==> src/source/shell_pkg.sv <==
`default_nettype none

package shell_pkg;

    // --------------------
    // AXI4-Lite
    // --------------------
    localparam int AXIL_ADDR_WID = 8;
    localparam int AXIL_DATA_WID = 32;
    localparam int AXIL_STRB_WID = AXIL_DATA_WID / 8;

    typedef logic [AXIL_ADDR_WID-1:0] axil_addr_t;
    typedef logic [AXIL_DATA_WID-1:0] axil_data_t;
    typedef logic [AXIL_STRB_WID-1:0] axil_strb_t;
    typedef logic [2:0]               axil_prot_t;
    typedef logic [1:0]               axil_resp_t;

    localparam axil_resp_t RESP_OKAY   = 2'b00;
    localparam axil_resp_t RESP_SLVERR = 2'b10;

    typedef struct packed {
        logic       awvalid;
        axil_addr_t awaddr;
        axil_prot_t awprot;
        logic       wvalid;
        axil_data_t wdata;
        axil_strb_t wstrb;
        logic       bready;
        logic       arvalid;
        axil_addr_t araddr;
        axil_prot_t arprot;
        logic       rready;
    } axil_fwd_t;

    typedef struct packed {
        logic       awready;
        logic       wready;
        logic       bvalid;
        axil_resp_t bresp;
        logic       arready;
        logic       rvalid;
        axil_data_t rdata;
        axil_resp_t rresp;
    } axil_rev_t;

    // Register map, byte addresses
    localparam axil_addr_t REG_ID        = 8'h00;
    localparam axil_addr_t REG_SCRATCH   = 8'h04;
    localparam axil_addr_t REG_CONTROL   = 8'h08;
    localparam axil_addr_t REG_CMAC_FWD  = 8'h10;
    localparam axil_addr_t REG_CMAC_DROP = 8'h14;
    localparam axil_addr_t REG_DMA_FWD   = 8'h18;
    localparam axil_addr_t REG_DMA_DROP  = 8'h1C;

    localparam axil_data_t SHELL_ID      = 32'h5348_0001;
    localparam axil_data_t CONTROL_MASK  = 32'h0000_0003;
    localparam axil_data_t CONTROL_RESET = 32'h0000_0003;
    localparam int         CTRL_CMAC_EN  = 0;
    localparam int         CTRL_DMA_EN   = 1;

    // --------------------
    // Streams
    // --------------------
    localparam int STREAM_DATA_BYTE_WID = 8;
    localparam int PKT_COUNT_WID        = 32;

    typedef logic [STREAM_DATA_BYTE_WID*8-1:0] stream_data_t;
    typedef logic [STREAM_DATA_BYTE_WID-1:0]   stream_keep_t;
    typedef logic [PKT_COUNT_WID-1:0]          pkt_count_t;

    typedef struct packed {
        logic         tvalid;
        stream_data_t tdata;
        stream_keep_t tkeep;
        logic         tlast;
        logic         tuser;   // error flag
    } axis_fwd_t;

    typedef struct packed {
        logic tready;
    } axis_rev_t;

    // --------------------
    // Shell boundary
    // --------------------
    typedef struct packed {
        axil_fwd_t axil;
        axis_fwd_t cmac_rx;
        axis_rev_t cmac_tx;
        axis_fwd_t h2c;
        axis_rev_t c2h;
    } shell_to_core_t;

    typedef struct packed {
        axil_rev_t axil;
        axis_rev_t cmac_rx;
        axis_fwd_t cmac_tx;
        axis_rev_t h2c;
        axis_fwd_t c2h;
    } core_to_shell_t;

    localparam int SHELL_TO_CORE_WID = $bits(shell_to_core_t);
    localparam int CORE_TO_SHELL_WID = $bits(core_to_shell_t);

endpackage : shell_pkg

`default_nettype wire

==> src/source/axil_reg_block.sv <==
`timescale 1ns/100ps
`default_nettype none

module axil_reg_block (
    input  wire logic                  clk,
    input  wire logic                  rst,
    input  wire shell_pkg::axil_fwd_t  axil_fwd,
    output shell_pkg::axil_rev_t       axil_rev,
    output logic                       cmac_enable,
    output logic                       dma_enable,
    input  wire shell_pkg::pkt_count_t cmac_fwd_count,
    input  wire shell_pkg::pkt_count_t cmac_drop_count,
    input  wire shell_pkg::pkt_count_t dma_fwd_count,
    input  wire shell_pkg::pkt_count_t dma_drop_count
);
    logic                  wr_xfer;
    logic                  rd_xfer;
    logic                  wr_ok;
    shell_pkg::axil_addr_t wr_addr;
    shell_pkg::axil_addr_t rd_addr;
    shell_pkg::axil_data_t scratch_q;
    shell_pkg::axil_data_t control_q;
    shell_pkg::axil_data_t rd_data;
    shell_pkg::axil_resp_t rd_resp;
    logic                  bvalid_q;
    logic                  rvalid_q;
    shell_pkg::axil_resp_t bresp_q;
    shell_pkg::axil_data_t rdata_q;
    shell_pkg::axil_resp_t rresp_q;

    function automatic shell_pkg::axil_data_t merge_strb(
        input shell_pkg::axil_data_t old_val,
        input shell_pkg::axil_data_t new_val,
        input shell_pkg::axil_strb_t strb
    );
        shell_pkg::axil_data_t res;
        res = old_val;
        for (int i = 0; i < shell_pkg::AXIL_STRB_WID; i++) begin
            if (strb[i]) begin
                res[8*i +: 8] = new_val[8*i +: 8];
            end
        end
        return res;
    endfunction

    // --------------------
    // Write channel
    // --------------------
    assign wr_xfer = axil_fwd.awvalid && axil_fwd.wvalid && !bvalid_q;
    assign wr_addr = {axil_fwd.awaddr[shell_pkg::AXIL_ADDR_WID-1:2], 2'b00};
    assign wr_ok   = (wr_addr == shell_pkg::REG_SCRATCH) || (wr_addr == shell_pkg::REG_CONTROL);

    always_ff @(posedge clk) begin
        if (rst) begin
            bvalid_q  <= 1'b0;
            scratch_q <= '0;
            control_q <= shell_pkg::CONTROL_RESET;
        end else if (wr_xfer) begin
            bvalid_q <= 1'b1;
            if (wr_addr == shell_pkg::REG_SCRATCH) begin
                scratch_q <= merge_strb(scratch_q, axil_fwd.wdata, axil_fwd.wstrb);
            end
            if (wr_addr == shell_pkg::REG_CONTROL) begin
                control_q <= merge_strb(control_q, axil_fwd.wdata, axil_fwd.wstrb)
                             & shell_pkg::CONTROL_MASK;
            end
        end else if (axil_fwd.bready) begin
            bvalid_q <= 1'b0;
        end
    end

    always_ff @(posedge clk) begin
        if (wr_xfer) begin
            bresp_q <= wr_ok ? shell_pkg::RESP_OKAY : shell_pkg::RESP_SLVERR;
        end
    end

    assign cmac_enable = control_q[shell_pkg::CTRL_CMAC_EN];
    assign dma_enable  = control_q[shell_pkg::CTRL_DMA_EN];

    // --------------------
    // Read channel
    // --------------------
    assign rd_xfer = axil_fwd.arvalid && !rvalid_q;
    assign rd_addr = {axil_fwd.araddr[shell_pkg::AXIL_ADDR_WID-1:2], 2'b00};

    always_comb begin
        rd_data = '0;
        rd_resp = shell_pkg::RESP_OKAY;
        case (rd_addr)
            shell_pkg::REG_ID:        rd_data = shell_pkg::SHELL_ID;
            shell_pkg::REG_SCRATCH:   rd_data = scratch_q;
            shell_pkg::REG_CONTROL:   rd_data = control_q;
            shell_pkg::REG_CMAC_FWD:  rd_data = cmac_fwd_count;
            shell_pkg::REG_CMAC_DROP: rd_data = cmac_drop_count;
            shell_pkg::REG_DMA_FWD:   rd_data = dma_fwd_count;
            shell_pkg::REG_DMA_DROP:  rd_data = dma_drop_count;
            default:                  rd_resp = shell_pkg::RESP_SLVERR;
        endcase
    end

    always_ff @(posedge clk) begin
        if (rst) begin
            rvalid_q <= 1'b0;
        end else if (rd_xfer) begin
            rvalid_q <= 1'b1;
        end else if (axil_fwd.rready) begin
            rvalid_q <= 1'b0;
        end
    end

    always_ff @(posedge clk) begin
        if (rd_xfer) begin
            rdata_q <= rd_data;
            rresp_q <= rd_resp;
        end
    end

    always_comb begin
        axil_rev.awready = wr_xfer;
        axil_rev.wready  = wr_xfer;
        axil_rev.bvalid  = bvalid_q;
        axil_rev.bresp   = bresp_q;
        axil_rev.arready = !rvalid_q;
        axil_rev.rvalid  = rvalid_q;
        axil_rev.rdata   = rdata_q;
        axil_rev.rresp   = rresp_q;
    end

    a_bvalid_held: assert property (@(posedge clk) disable iff (rst)
        bvalid_q && !axil_fwd.bready |=> bvalid_q && $stable(bresp_q));
    a_rvalid_held: assert property (@(posedge clk) disable iff (rst)
        rvalid_q && !axil_fwd.rready |=> rvalid_q && $stable(rdata_q));

endmodule : axil_reg_block

`default_nettype wire

==> src/source/axis_skid_buffer.sv <==
`timescale 1ns/100ps
`default_nettype none

module axis_skid_buffer (
    input  wire logic                 clk,
    input  wire logic                 rst,
    input  wire shell_pkg::axis_fwd_t in_fwd,
    output shell_pkg::axis_rev_t      in_rev,
    output shell_pkg::axis_fwd_t      out_fwd,
    input  wire shell_pkg::axis_rev_t out_rev
);
    shell_pkg::axis_fwd_t main_q;
    shell_pkg::axis_fwd_t skid_q;
    logic                 main_valid;
    logic                 skid_valid;
    logic                 in_xfer;
    logic                 main_load;

    // Room for a new beat unless the skid slot is taken
    assign in_rev.tready = !skid_valid;
    assign in_xfer       = in_fwd.tvalid && !skid_valid;

    // Main register is free or drains this cycle
    assign main_load = !main_valid || out_rev.tready;

    always_ff @(posedge clk) begin
        if (rst) begin
            main_valid <= 1'b0;
            skid_valid <= 1'b0;
        end else if (main_load) begin
            main_valid <= skid_valid || in_xfer;
            skid_valid <= 1'b0;
        end else if (in_xfer) begin
            skid_valid <= 1'b1;
        end
    end

    // Payload path
    always_ff @(posedge clk) begin
        if (main_load) begin
            main_q <= skid_valid ? skid_q : in_fwd;
        end
        if (!main_load && in_xfer) begin
            skid_q <= in_fwd;
        end
    end

    always_comb begin
        out_fwd        = main_q;
        out_fwd.tvalid = main_valid;
    end

    a_out_stable: assert property (@(posedge clk) disable iff (rst)
        out_fwd.tvalid && !out_rev.tready |=> $stable(out_fwd));

endmodule : axis_skid_buffer

`default_nettype wire

==> src/source/pkt_path.sv <==
`timescale 1ns/100ps
`default_nettype none

module pkt_path (
    input  wire logic                 clk,
    input  wire logic                 rst,
    input  wire logic                 enable,
    input  wire shell_pkg::axis_fwd_t in_fwd,
    output shell_pkg::axis_rev_t      in_rev,
    output shell_pkg::axis_fwd_t      out_fwd,
    input  wire shell_pkg::axis_rev_t out_rev,
    output shell_pkg::pkt_count_t     fwd_count,
    output shell_pkg::pkt_count_t     drop_count
);
    typedef enum logic {
        IDLE,
        IN_PACKET
    } state_t;

    state_t               state;
    logic                 fwd_q;
    logic                 pass;
    logic                 in_xfer;
    logic                 pkt_done;
    shell_pkg::axis_fwd_t sb_in_fwd;
    shell_pkg::axis_rev_t sb_in_rev;

    // Live enable on the first beat, latched decision afterwards
    assign pass = (state == IDLE) ? enable : fwd_q;

    always_comb begin
        sb_in_fwd        = in_fwd;
        sb_in_fwd.tvalid = in_fwd.tvalid && pass;
    end

    // Dropped beats are always accepted
    assign in_rev.tready = pass ? sb_in_rev.tready : 1'b1;

    assign in_xfer  = in_fwd.tvalid && in_rev.tready;
    assign pkt_done = in_xfer && in_fwd.tlast;

    always_ff @(posedge clk) begin
        if (rst) begin
            state <= IDLE;
            fwd_q <= 1'b0;
        end else if (in_xfer) begin
            fwd_q <= pass;
            state <= in_fwd.tlast ? IDLE : IN_PACKET;
        end
    end

    // Packet statistics
    always_ff @(posedge clk) begin
        if (rst) begin
            fwd_count  <= '0;
            drop_count <= '0;
        end else if (pkt_done) begin
            if (pass) begin
                fwd_count <= fwd_count + 1'b1;
            end else begin
                drop_count <= drop_count + 1'b1;
            end
        end
    end

    axis_skid_buffer u_skid (
        .clk     ( clk ),
        .rst     ( rst ),
        .in_fwd  ( sb_in_fwd ),
        .in_rev  ( sb_in_rev ),
        .out_fwd ( out_fwd ),
        .out_rev ( out_rev )
    );

    a_decision_held: assert property (@(posedge clk) disable iff (rst)
        (state == IN_PACKET) && !pkt_done |=> (state == IN_PACKET) && $stable(fwd_q));

endmodule : pkt_path

`default_nettype wire

==> src/source/shell_adapter.sv <==
`timescale 1ns/100ps
`default_nettype none

module shell_adapter (
    input  wire logic                                    clk,
    input  wire logic                                    rst,
    input  wire logic [shell_pkg::SHELL_TO_CORE_WID-1:0] shell_to_core,
    output wire logic [shell_pkg::CORE_TO_SHELL_WID-1:0] core_to_shell
);
    // Flat shell vectors as structs
    shell_pkg::shell_to_core_t shell_to_core_s;
    shell_pkg::core_to_shell_t core_to_shell_s;

    assign shell_to_core_s = shell_to_core;
    assign core_to_shell   = core_to_shell_s;

    logic                  cmac_enable;
    logic                  dma_enable;
    shell_pkg::pkt_count_t cmac_fwd_count;
    shell_pkg::pkt_count_t cmac_drop_count;
    shell_pkg::pkt_count_t dma_fwd_count;
    shell_pkg::pkt_count_t dma_drop_count;

    // --------------------
    // AXI-Lite control
    // --------------------
    shell_pkg::axil_fwd_t shell_to_core_axil;
    shell_pkg::axil_rev_t core_to_shell_axil;

    assign shell_to_core_axil   = shell_to_core_s.axil;
    assign core_to_shell_s.axil = core_to_shell_axil;

    axil_reg_block u_regs (
        .clk             ( clk ),
        .rst             ( rst ),
        .axil_fwd        ( shell_to_core_axil ),
        .axil_rev        ( core_to_shell_axil ),
        .cmac_enable     ( cmac_enable ),
        .dma_enable      ( dma_enable ),
        .cmac_fwd_count  ( cmac_fwd_count ),
        .cmac_drop_count ( cmac_drop_count ),
        .dma_fwd_count   ( dma_fwd_count ),
        .dma_drop_count  ( dma_drop_count )
    );

    // --------------------
    // CMAC loopback
    // --------------------
    shell_pkg::axis_rev_t core_to_shell_cmac_rx;
    shell_pkg::axis_fwd_t core_to_shell_cmac_tx;

    assign core_to_shell_s.cmac_rx = core_to_shell_cmac_rx;
    assign core_to_shell_s.cmac_tx = core_to_shell_cmac_tx;

    pkt_path u_cmac_path (
        .clk        ( clk ),
        .rst        ( rst ),
        .enable     ( cmac_enable ),
        .in_fwd     ( shell_to_core_s.cmac_rx ),
        .in_rev     ( core_to_shell_cmac_rx ),
        .out_fwd    ( core_to_shell_cmac_tx ),
        .out_rev    ( shell_to_core_s.cmac_tx ),
        .fwd_count  ( cmac_fwd_count ),
        .drop_count ( cmac_drop_count )
    );

    // --------------------
    // DMA loopback, H2C to C2H
    // --------------------
    shell_pkg::axis_rev_t core_to_shell_h2c;
    shell_pkg::axis_fwd_t core_to_shell_c2h;

    assign core_to_shell_s.h2c = core_to_shell_h2c;
    assign core_to_shell_s.c2h = core_to_shell_c2h;

    pkt_path u_dma_path (
        .clk        ( clk ),
        .rst        ( rst ),
        .enable     ( dma_enable ),
        .in_fwd     ( shell_to_core_s.h2c ),
        .in_rev     ( core_to_shell_h2c ),
        .out_fwd    ( core_to_shell_c2h ),
        .out_rev    ( shell_to_core_s.c2h ),
        .fwd_count  ( dma_fwd_count ),
        .drop_count ( dma_drop_count )
    );

endmodule : shell_adapter

`default_nettype wire

==> config.mk <==
export PLATFORM = sky130hd
export DESIGN_NAME = shell_adapter
export DESIGN_NICKNAME = d
export VERILOG_FILES = /design/src/source/shell_pkg.sv /design/src/source/axil_reg_block.sv /design/src/source/axis_skid_buffer.sv /design/src/source/pkt_path.sv /design/src/source/shell_adapter.sv
export SDC_FILE = /design/constraint.sdc
export NUM_CORES = 1
export LEC_CHECK = 0
export BUFFER_PORTS_ARGS = -buffer_cell sky130_fd_sc_hd__buf_4
export CORE_ASPECT_RATIO = 0.8
export CORE_MARGIN = 2
export CORE_UTILIZATION = 30
export DETAILED_ROUTE_END_ITERATION = 10
export PLACE_DENSITY_LB_ADDON = 0.12
export SYNTH_ARGS = -nofsm -noshare
export SYNTH_HDL_FRONTEND = slang
export SYNTH_SLANG_ARGS = --single-unit
==> constraint.sdc <==
create_clock -name clk -period 17.4 [get_ports clk]
set_input_delay 3.48 -clock clk [delete_from_list [all_inputs] [get_ports clk]]
set_output_delay 3.48 -clock clk [all_outputs]
set_load 0.03 [all_outputs]
== After elaboration in Yosys (flattened, before gate mapping) ==
Index checks and enable logic that the tools add are counted.

* $add $sub $neg: 4
* Eq/ne operators: 8
* Muxes and demuxes: 15
* Bitwise logic cells: 2
* Reductions and logical operators: 41

{| class="wikitable"
|+ Operators by type and width
! cell !! number
|-
| case mux 32 bit (7 select lines) || 1
|-
| two-way mux 74 bit || 2
|-
| adder 32 x 1 -> 32 bit, second input constant || 4
|-
| == test 6 x 3 -> 1 bit, second input constant || 4
|-
| AND reduction 3 bit || 5
|-
| logical AND 1 bit || 13
|-
| == test 6 x 1 -> 1 bit, second input constant || 2
|-
| == test 6 x 2 -> 1 bit, second input constant || 2
|-
| two-way mux 1 bit || 10
|-
| zero test 1 bit || 8
|-
| zero test 8 bit || 1
|-
| AND reduction 2 bit || 4
|-
| OR reduction 7 bit || 1
|-
| logical OR 1 bit || 5
|-
| two-way mux 2 bit || 2
|-
| nonzero test 2 bit || 2
|-
| OR reduction 2 bit || 2
|-
| NOT 1 bit || 2
|}

* Register bits after elaboration: 504
* Bits of input ports: 217
* Word-level logic and storage cells: 108

== Longest topological paths before layout ==
* Depth in word-level cells: 5
* Mapped depth: 8
* Depth with buffers taken out: 5

== Cells and area by module ==
Synthesis repeated with hierarchy kept, for this count alone.

* Cell total of the unflattened synthesis: 1719
* Area total of the unflattened synthesis: 21957.3 um^2

{| class="wikitable"
|+ Modules (own cells, without submodules)
! module !! instances !! cells each !! area an instance (um^2) !! seq. area each (um^2)
|-
| axis_skid_buffer || 2 || 240 || 5534.1 || 4484.3
|-
| pkt_path || 2 || 385 || 3340.7 || 1321.3
|-
| axil_reg_block || 1 || 467 || 4192.8 || 1741.7
|-
| shell_adapter || 1 || 2 || 15.0 || 0.0
|}

== Least setup slack after synthesis ==
No wires, ideal clock.

* Path kind: in2reg
* From: in shell_to_core[76] (netlist name)
* To: reg u_cmac_path.u_skid.skid_q[0] (netlist name), enable pin
* Library setup time: 0.714 ns
* Arrival time: 13.060 ns
* Data required time: 16.686 ns
* Path slack: 3.626 ns
* Cell stages on the path: 2
* Cell sequence: nand2b_1 -> nor4b_1

* Longest elaborated chain between the ends: 3

{| class="wikitable"
|+ RTL lines
! element !! RTL line !! source
|-
| start: declaration || shell_adapter.sv:7 || <nowiki>input wire logic [shell_pkg::SHELL_TO_CORE_WID-1:0] shell_to_core,</nowiki>
|-
| logical OR 1 bit || axis_skid_buffer.sv:24 || <nowiki>assign main_load = !main_valid || out_rev.tready;</nowiki>
|-
| zero test 1 bit || axis_skid_buffer.sv:43 || <nowiki>if (!main_load && in_xfer) begin</nowiki>
|-
| logical AND 1 bit || axis_skid_buffer.sv:43 ||
|-
| end signal: assignment || axis_skid_buffer.sv:44 || <nowiki>skid_q <= in_fwd;</nowiki>
|-
| end: declaration || axis_skid_buffer.sv:13 || <nowiki>shell_pkg::axis_fwd_t skid_q;</nowiki>
|}

Every way passes these cells.
A chain may end at the register's enable or synchronous reset.

== Worst setup path in the final report ==
* From: in shell_to_core[202] (netlist name)
* To: out core_to_shell[192] (netlist name)

* Longest elaborated chain between the ends: 2

{| class="wikitable"
|+ RTL lines
! element !! RTL line !! source
|-
| logical AND 1 bit (2 in a row) || axil_reg_block.sv:49 || <nowiki>assign wr_xfer = axil_fwd.awvalid && axil_fwd.wvalid && !bvalid_q;</nowiki>
|-
| end: declaration || shell_adapter.sv:8 || <nowiki>output wire logic [shell_pkg::CORE_TO_SHELL_WID-1:0] core_to_shell</nowiki>
|}

Every way passes these cells.

==> qor.txt <==
met2 Usage GRT: 0.232
HP Start: u_cmac_path.drop_count[29]
vias per std cell: 4.95
CTS tree: yes
Peak VDD IR: 73.9 uV
EDFF count, synth: 330
FF+latch area: 13400 um2
Tot Pwr: 2.74 mW
Critical Path Start Type: input pin
# resized after CTS: 0
Crit path arrival time: 4.12 ns
Clock Skew: 0.0467 ns
Yosys Warn Count: 0
Hold Path Depth: 2
die area: 71400 um2
via count: 14100
Yosys top cell area share: 0.477
Root Driver: clkbuf_16
deepest clock path buffer count: 3
nets@finish: 2093
CTS clk-pin slew, worst paths: 0.06 ns
Total Wirelength: 55800 um
outcome: finished, final reports clean
Peak Freq: 132 MHz
CTS H-tree lvls: 2
Max Slew Vio Count: 0
Routed WL per cell: 19.6 um
Crit Path Class: in2out
# DRC: 0
total gr overflow: 0
Die Ht: 239 um
endpoints failing setup: 0
Top Usage Layer GRT: met2
met1 Usage GRT: 0.210
Critical Path RT: 13.92 ns
vias in the first global route: 13700
Area Overhead vs Synth: 27.1%
final period utilization: 0.437
initial antenna violation count: 2
RSZ-0062 raised after global routing: no
port bufs: 397
Non-Filler Instances: 2843
Worst Path Max Fanout: 9
WHS Endpoint: u_cmac_path.drop_count[29]
hold_buf cts: 0
remaining antenna violation count: 0
row count: 86
reg2reg start: u_cmac_path.u_skid.skid_valid
PwrDens: 104 nW/um2
R2R depth: 5
Cell variety after synth: 50
most common flop cell mapped by yosys: edfxtp_1
share of cells above drive strength 1: 0.359
Yosys reg bits: 502
max cap viols: 0
I/O Pins: 410
Post-Syn Area per Cell: 13.8 um2
Syn Inst Count: 1509
first-pass GRT wire length: 84500 um
largest net degree at the start of global routing: 93
area leader, netlist: edfxtp_1
register area share after synthesis: 0.643
core footprint: 68700 um2
largest cells by area after synthesis: edfxtp_1 48%, dfxtp_1 17%, mux2_2 8.3%, mux4_2 3.4%, or4_1 2.5%
DR iter-0 viols: 899
Slew HR: 0.247
Reg-to-Reg End: u_cmac_path.fwd_count[27]
Sink Count: 502
Initial Util: 0.303
Worst R2R Setup Slack: 14.49 ns
multi-input logic area: 6930 um2
final worst path period need: 7.60 ns
FFs w/ async S/R, synth: 0
CTS Buf Count: 54
dpl hpwl: 38100 um
final core utilization: 0.384
Final Hold Fails: 0
Lkg Pwr: 9.42 nW
met3 usage: 0.0460
RD Place Congestion: 0.786
1st-pass router iterations: 5
synthesized area: 20800 um2
DP Cell Count: 2740
Post-CTS Setup Inserts: 0
worst min path class: reg2reg
crit end category: output pin
Worst Tran Pin Value: 1.13 ns
worst skew pair latency: 0.62 ns
Fill cells: 6652
Die Span X: 298 um
TNS Setup: 0 ns
Total Routing Usage GR: 0.153
[synthesized netlist by cell type, types with 27 or more instances]
cell type and number:
or4_1 69, or3_1 27, mux4_2 31, nand4_1 49, o31ai_1 64, nand3_1 34, dfxtp_1 172, a21oi_1 97
clkbuf_1 78, mux2i_1 37, edfxtp_1 330, o21ai_0 31, nand2_1 40, nor2_1 76, mux2_2 154
[cells in the final DEF (no fill, tap or decap), drive strengths merged, types with 8 or more instances in the layout]
cell type	count
clkinv	21
xor2	14
nor2b	14
nand2	40
mux2i	37
a22o	25
mux2	155
or4	70
nor3	8
nor2	76
buf	407
clkbuf	68
and4	19
nor4	14
edfxtp	330
dfxtp	172
o31ai	64
nand4	49
a21oi	97
mux4	31
nand3	34
or3	27
and2	13
inv	28
o21ai	31
xnor2	14
[kinds of logic (layout without fill, tap and decap cells)]
group	count (synthesis)	count (layout)	synth area share
AO/OA/AOI/OAI	235	235	0.0723
XOR/XNOR	28	28	0.0118
adder cells (fa/ha/maj)	4	4	0.00241
buffers and inverters	127	534	0.0261
flip-flops	502	502	0.643
multiplexers	223	223	0.136
other	1	4	0.000181
AND/OR/NAND/NOR	389	389	0.109
[sequential cells by signal, indices dropped and copies added (netlist names), 2 cells and up]
signal                      count
u_cmac_path.u_skid.skid_q      74
u_cmac_path.drop_count         32
u_regs.rdata_q                 32
u_dma_path.drop_count          32
u_regs.control_q                2
u_cmac_path.fwd_count          32
u_dma_path.fwd_count           32
u_dma_path.u_skid.out_fwd      74
u_regs.scratch_q               32
u_dma_path.u_skid.skid_q       74
u_cmac_path.u_skid.out_fwd     74
[cell type report]
| class | count | area share |
|---|---|---|
| sequential | 502 | 0.506 |
| multi-input combinational | 881 | 0.263 |
| timing repair buffer | 407 | 0.116 |
| clock buffer | 68 | 0.0536 |
| tap | 924 | 0.0438 |
| clock inverter | 33 | 0.0140 |
| inverter | 26 | 0.00370 |
| antenna | 2 | 0.000190 |
[how the worst max path moves through the flow]
stage	slack [ns]	startpoint	to	cells past startpoint
2_1_floorplan	3.63	shell_to_core[76]	u_cmac_path.u_skid.skid_q[0]	2
3_3_place_gp	9.81	shell_to_core[202]	core_to_shell[192]	3
3_5_place_dp	9.80	shell_to_core[202]	core_to_shell[192]	3
4_1_cts	9.80	shell_to_core[202]	core_to_shell[192]	3
5_1_grt	9.74	shell_to_core[202]	core_to_shell[192]	3
6_report	9.80	shell_to_core[202]	core_to_shell[192]	3
[per-layer routing]
layer / share of wire / wire (um) / vias up
met5: 0 / 0 / -
met4: 0.024 / 1360 / 0
met3: 0.079 / 4390 / 82
met2: 0.45 / 25000 / 393
met1: 0.45 / 25100 / 6961
li1: - / - / 6631
[where the power goes]
part / switching, mW / internal [mW]
combinational: 0.139 / 0.0949
sequential: 0.0142 / 1.32
clock: 0.491 / 0.681
total: 0.644 / 2.09
[critical path, stage by stage]
cell     delay [ns]
buf_4          0.08
and3b_1        0.33
buf_4          0.22
[through the flow]
stage | setup WS (ns) | hold WS (ns) | cell area (um2)
after detailed placement | 9.80 | 0.482 | 24600
after floorplan | 3.63 | 0.449 | 20800
after global placement | 9.81 | 0.474 | 24600
final | 9.80 | 0.492 | 26400
after global routing | 9.74 | 0.520 | 26400
after CTS | 9.80 | 0.493 | 26400
No activity file was read; power rests on OpenSTA's default activity.
